### src/common/gpio_pkg.sv
// Pin geometry of the Arduino header on the ATmega328 style core
// Only ports D, B and C are mapped, which gives Arduino pins 0 to 19
// PB7:6 (crystal) and PC6 (reset) are never GPIO on this board

package gpio_pkg;

   ////////////////////////////////////////
   // Port widths and pin numbering
   ////////////////////////////////////////

   localparam int NUM_PINS = 20;     // Arduino D0..D13, A0..A5

   localparam int PORTB_W  = 6;
   localparam int PORTC_W  = 6;
   localparam int PORTD_W  = 8;

   localparam int PORTD_BASE = 0;    // D0..D7
   localparam int PORTB_BASE = 8;    // D8..D13
   localparam int PORTC_BASE = 14;   // A0..A5

   ////////////////////////////////////////
   // One pin word, two readings
   ////////////////////////////////////////

   // Port view, port C in the top bits
   typedef struct packed {
      logic [PORTC_W-1:0] portc;
      logic [PORTB_W-1:0] portb;
      logic [PORTD_W-1:0] portd;
   } arduino_ports_s;

   // Flat view is indexed by Arduino pin number
   typedef union packed {
      logic [NUM_PINS-1:0] pin;
      arduino_ports_s      port;
   } arduino_pins_u;

endpackage

### src/common/altfn_pkg.sv
// Alternate function positions, as in the ATmega328P port tables
// Bit numbers are within the port, not Arduino pin numbers
// Several functions share a bit; the decoder sets the priority

package altfn_pkg;

   ////////////////////////////////////////
   // Port B
   ////////////////////////////////////////

   localparam int PB_SCK  = 5;   // Also the pin 13 LED
   localparam int PB_MISO = 4;
   localparam int PB_MOSI = 3;
   localparam int PB_SS   = 2;
   localparam int PB_OC1B = 2;   // Shares the pin with SS
   localparam int PB_OC1A = 1;
   localparam int PB_ICP1 = 0;
   localparam int PB_OC2A = 3;   // Shares the pin with MOSI

   ////////////////////////////////////////
   // Port D
   ////////////////////////////////////////

   localparam int PD_OC0A = 6;
   localparam int PD_OC0B = 5;
   localparam int PD_OC2B = 3;
   localparam int PD_T1   = 5;   // Counter inputs
   localparam int PD_T0   = 4;
   localparam int PD_INT1 = 3;   // External interrupts
   localparam int PD_INT0 = 2;

   ////////////////////////////////////////
   // Pin-change interrupt map
   ////////////////////////////////////////

   localparam int PCINT_W      = 24;
   localparam int PCINT_B_BASE = 0;    // PCINT0..5, bits 7:6 unused
   localparam int PCINT_C_BASE = 8;    // PCINT8..13, bits 15:14 unused
   localparam int PCINT_D_BASE = 16;   // PCINT16..23

endpackage

### src/altfn/altfn_decoder.sv
// Alternate-function overrides per pin, after ATmega328P tables 14-4..14-11
// Purely combinational; pins without a function get all overrides at 0
// MISO follows the slave SS rule, so ss_b must be the synchronized SS read

`timescale 1ns/1ps

module altfn_decoder
   import gpio_pkg::*;
   import altfn_pkg::*;
(
   // SPI
   input  logic                spe,
   input  logic                spimaster,
   input  logic                scko,
   input  logic                misoo,
   input  logic                mosio,
   input  logic                ss_b,
   input  logic                portb_ddr_miso,   // DDRB4, slave MISO direction
   // Timer compare outputs
   input  logic                oc0a_enable,
   input  logic                oc0a_pin,
   input  logic                oc0b_enable,
   input  logic                oc0b_pin,
   input  logic                oc1a_enable,
   input  logic                oc1a_pin,
   input  logic                oc1b_enable,
   input  logic                oc1b_pin,
   input  logic                oc2a_enable,
   input  logic                oc2a_pin,
   input  logic                oc2b_enable,
   input  logic                oc2b_pin,
   input  logic                int0_enable,
   input  logic                int1_enable,
   // Input enables
   input  logic [PCINT_W-1:0]  pcint_irq,
   input  logic                pcie0,
   input  logic                pcie1,
   input  logic                pcie2,
   input  logic [PORTC_W-1:0]  adcd,
   // Overrides, by Arduino pin
   output arduino_pins_u       fn_ddoe,    // Direction override
   output arduino_pins_u       fn_ddov,    // 1 = output
   output arduino_pins_u       fn_pvoe,    // Output value override
   output arduino_pins_u       fn_pvov,
   output arduino_pins_u       fn_dieoe,   // Input enable override
   output arduino_pins_u       fn_dieov
);

   always_comb begin
      fn_ddoe  = '0;
      fn_ddov  = '0;
      fn_pvoe  = '0;
      fn_pvov  = '0;
      fn_dieoe = '0;
      fn_dieov = '0;

      ////////////////////////////////////////
      // Port B, SPI and timer 1/2
      ////////////////////////////////////////

      // SCK, driven by master, input in slave
      fn_ddoe.port.portb[PB_SCK] = spe & ~spimaster;
      fn_pvoe.port.portb[PB_SCK] = spe & spimaster;
      fn_pvov.port.portb[PB_SCK] = scko;

      // MISO is tri-stated while the slave is deselected
      fn_ddoe.port.portb[PB_MISO] = spe;                            // Master forces input
      fn_ddov.port.portb[PB_MISO] = ~spimaster & portb_ddr_miso & ~ss_b;
      fn_pvoe.port.portb[PB_MISO] = spe & ~spimaster;
      fn_pvov.port.portb[PB_MISO] = misoo;

      // MOSI and OC2A share B3
      fn_ddoe.port.portb[PB_MOSI] = spe & ~spimaster;               // Slave input
      fn_pvoe.port.portb[PB_OC2A] = (spe & spimaster) | oc2a_enable;
      fn_pvov.port.portb[PB_OC2A] = (spe & mosio) | oc2a_pin;

      // SS is an input in slave mode; OC1B only sets the value
      fn_ddoe.port.portb[PB_SS]   = spe & ~spimaster;
      fn_pvoe.port.portb[PB_OC1B] = oc1b_enable;
      fn_pvov.port.portb[PB_OC1B] = oc1b_pin;

      fn_pvoe.port.portb[PB_OC1A] = oc1a_enable;
      fn_pvov.port.portb[PB_OC1A] = oc1a_pin;

      ////////////////////////////////////////
      // Port D, timer 0/2
      ////////////////////////////////////////

      fn_pvoe.port.portd[PD_OC0A] = oc0a_enable;
      fn_pvov.port.portd[PD_OC0A] = oc0a_pin;
      fn_pvoe.port.portd[PD_OC0B] = oc0b_enable;
      fn_pvov.port.portd[PD_OC0B] = oc0b_pin;
      fn_pvoe.port.portd[PD_OC2B] = oc2b_enable;
      fn_pvov.port.portd[PD_OC2B] = oc2b_pin;

      // Input enable kept on when the pin can wake the core
      for (int k = 0; k < PORTB_W; k++) begin
         fn_dieoe.port.portb[k] = pcint_irq[PCINT_B_BASE + k] & pcie0;
         fn_dieov.port.portb[k] = 1'b1;
      end
      for (int k = 0; k < PORTD_W; k++) begin
         fn_dieoe.port.portd[k] = pcint_irq[PCINT_D_BASE + k] & pcie2;
         fn_dieov.port.portd[k] = 1'b1;
      end

      // INT0 pin takes pcie1, as the datasheet table has it
      fn_dieoe.port.portd[PD_INT0] = (pcint_irq[PCINT_D_BASE + PD_INT0] & pcie1) | int0_enable;
      fn_dieoe.port.portd[PD_INT1] = fn_dieoe.port.portd[PD_INT1] | int1_enable;

      ////////////////////////////////////////
      // Port C, pin change and ADC disable
      ////////////////////////////////////////

      // ADCD alone gives override with value 0, so PINC reads 0
      for (int k = 0; k < PORTC_W; k++) begin
         fn_dieov.port.portc[k] = pcint_irq[PCINT_C_BASE + k] & pcie1;
         fn_dieoe.port.portc[k] = fn_dieov.port.portc[k] | adcd[k];
      end
   end

endmodule

### config.mk
export PLATFORM = sky130hd
export DESIGN_NAME = altfn_decoder
export DESIGN_NICKNAME = d
export VERILOG_FILES = /design/src/common/gpio_pkg.sv /design/src/common/altfn_pkg.sv /design/src/altfn/altfn_decoder.sv
export SDC_FILE = /design/constraint.sdc
export NUM_CORES = 1
export LEC_CHECK = 0
export BUFFER_PORTS_ARGS = -buffer_cell sky130_fd_sc_hd__buf_2
export CORE_ASPECT_RATIO = 0.9
export CORE_MARGIN = 8
export CORE_UTILIZATION = 24
export DETAILED_ROUTE_END_ITERATION = 12
export GPL_ROUTABILITY_DRIVEN = 0
export PLACE_DENSITY = 0.77
export SLEW_MARGIN = 20
export SYNTH_ARGS = -nofsm -noshare
export SYNTH_HDL_FRONTEND = slang
export SYNTH_SLANG_ARGS = --single-unit
### constraint.sdc
create_clock -name vclk -period 0.8
set_input_delay 0.08 -clock vclk [all_inputs]
set_output_delay 0.08 -clock vclk [all_outputs]
set_load 0.02 [all_outputs]
==> impl_metrics.py <==
metrics = {
    "sta": {
        "fin_crit_ns": 0.696,
        "finalSetupTns_ns": 0,
        "maxSlewViolCount": 0,
        "hold_viol": 0,
        "rsz0062_at_grt": "false",
        "post-route-period-util_pct": 87.0,
        "max_freq_mhz": 1440,
        "finalSetupViolCount": 0,
    },
    "die": {
        "ios": 174,
        "core-area_um2": 3650,
        "dieArea_um2": 5960,
        "die_height_um": 74.0,
        "rows": 21,
        "die_w_um": 80.5,
        "initial_core_util_pct": 24.6,
    },
    "critical_path": {
        "endpoint_kind": "primary output",
        "start_kind": "primary input",
        "required_ns": 0.72,
        "crit_arrival_ns": 0.62,
        "crit_start": "pcie1",
        "worstSetupPathType": "in -> out",
        "path_max_fanout": 13,
    },
    "pwr": {
        "power_uw": 720,
        "peakVddDrop_mv": 0.286,
        "leakagePower_uw": 0.000656,
        "power_density_nw_per_um2": 790,
    },
    "min_path": {
        "min_path_type": "in -> out",
        "hold_depth": 0,
        "min_from": "oc1a_enable",
    },
    "global_routing": {
        "grtUsageMet2_pct": 13.3,
        "grt_pass1_wl_um": 3110,
        "use_met1_pct": 5.72,
        "grt_util_all_layers_pct": 6.19,
        "grt_overflow_total": 0,
        "busiest_layer": "met2",
        "met3_usage_pct": 1.45,
        "antenna_found_initial": 0,
        "grt_max_degree": 14,
        "first_global_vias": 645,
    },
    "finish": {
        "n_clock_buffer": 0,
        "diodes": 0,
        "drive_above_1_share_pct": 43.5,
        "final_net_count": 233,
        "mostFrequentLayoutCells": "conb_1 (73), buf_2 (73), and2_1 (16)",
        "register_area_um2": 0,
        "syn2layout_area_growth_pct": 1.39,
        "fillers": 432,
        "multiInputGateArea_um2": 488,
        "seq_cell_count": 0,
    },
    "clock_tree": {
        "post-cts-setup-buffers": 0,
        "post_cts_resized": 0,
        "ctsHoldBuffers": 0,
    },
    "logic_synthesis": {
        "yosys.area.top_type": "buf_4",
        "synth-compound-area-share_pct": 8.36,
        "yosysWarningCount": 0,
        "synth_xor_area_share_pct": 0,
        "synthCells": 123,
        "synth_top_family_by_area": "buffers and inverters",
        "synth_area_per_cell_um2": 7.30,
        "synthMuxAreaShare_pct": 0,
        "synthAdderAreaFrac_pct": 0,
        "synth_top_area_share_pct": 74.4,
        "synthSimpleGateAreaFrac_pct": 15.2,
        "ys_types": 8,
        "netlist_area_um2": 898,
        "synthTopCellsByArea": "buf_4 (74%), and2_1 (11%), a21o_1 (8.4%)",
        "ys_seq_area_share_pct": 0,
    },
    "drt": {
        "drt_wl_total_um": 2500,
        "ant_nets": 0,
        "wire_per_inst_um": 11.2,
        "vias": 675,
        "dr.pass1.iters": 4,
        "via_per_inst": 3.03,
        "drcViolationCount": 0,
        "first_iter_violations": 1,
    },
    "placed_design": {
        "place_hpwl_um": 2420,
        "portBuffers": 73,
    },
    "job": {
        "drv_cap": 0,
    },
    "run_status": {
        "status": "complete, no violations",
    },
}
cell families (layout without fill, tap and decap cells):
kind of cell           count (synthesis)  in the layout
other                                  2             73
buffers and inverters                 90             73
AO/OA/AOI/OAI                         10             10
AND/OR/NAND/NOR                       21             21
worst max-delay path, stage by stage:
cell	delay (ns)
buf_2	0.19
and2_2	0.17
buf_2	0.17
synth_stat cells:
cell type / number
buf_6: 1
buf_4: 89
a21o_1: 10
conb_1: 2
nor2b_1: 1
and2_1: 16
nor3b_1: 1
and2_2: 3
path summary, 6_finish.rpt:
path	end
max	fn_dieov[17]
min	fn_pvoe[9]
final cells by class:
class	instances	share of cell area, %
Tap cell	46	6.32
Multi-Input combinational cell	104	53.6
Timing Repair Buffer	73	40.1
routing by layer:
layer	routed length [um]	up-vias	part of all wire (%)
li1	-	324	-
met1	678	286	27
met2	1460	63	58
met3	350	2	14
met4	10	0	0.40
met5	0	-	0
where the power goes:
part	leakage (uW)	total [uW]	internal, uW	switching, uW
registers	0	0	0	0
clock network	0	0	0	0
logic	0.000656	720	177	542
total	0.000656	720	177	542
through the flow:
stage	instances	instance area [um^2]	util [%]	setup WS, ns	hold slack, ns
after floorplan	194	1170	-	0.113	0.218
after global placement	223	911	24.9	0.114	0.160
after detailed placement	223	911	24.9	0.100	0.160
after CTS	223	911	24.9	0.100	0.160
after global routing	223	911	24.9	0.0655	0.160
final	223	911	24.9	0.104	0.160
Power figures use the tool's default switching activity.
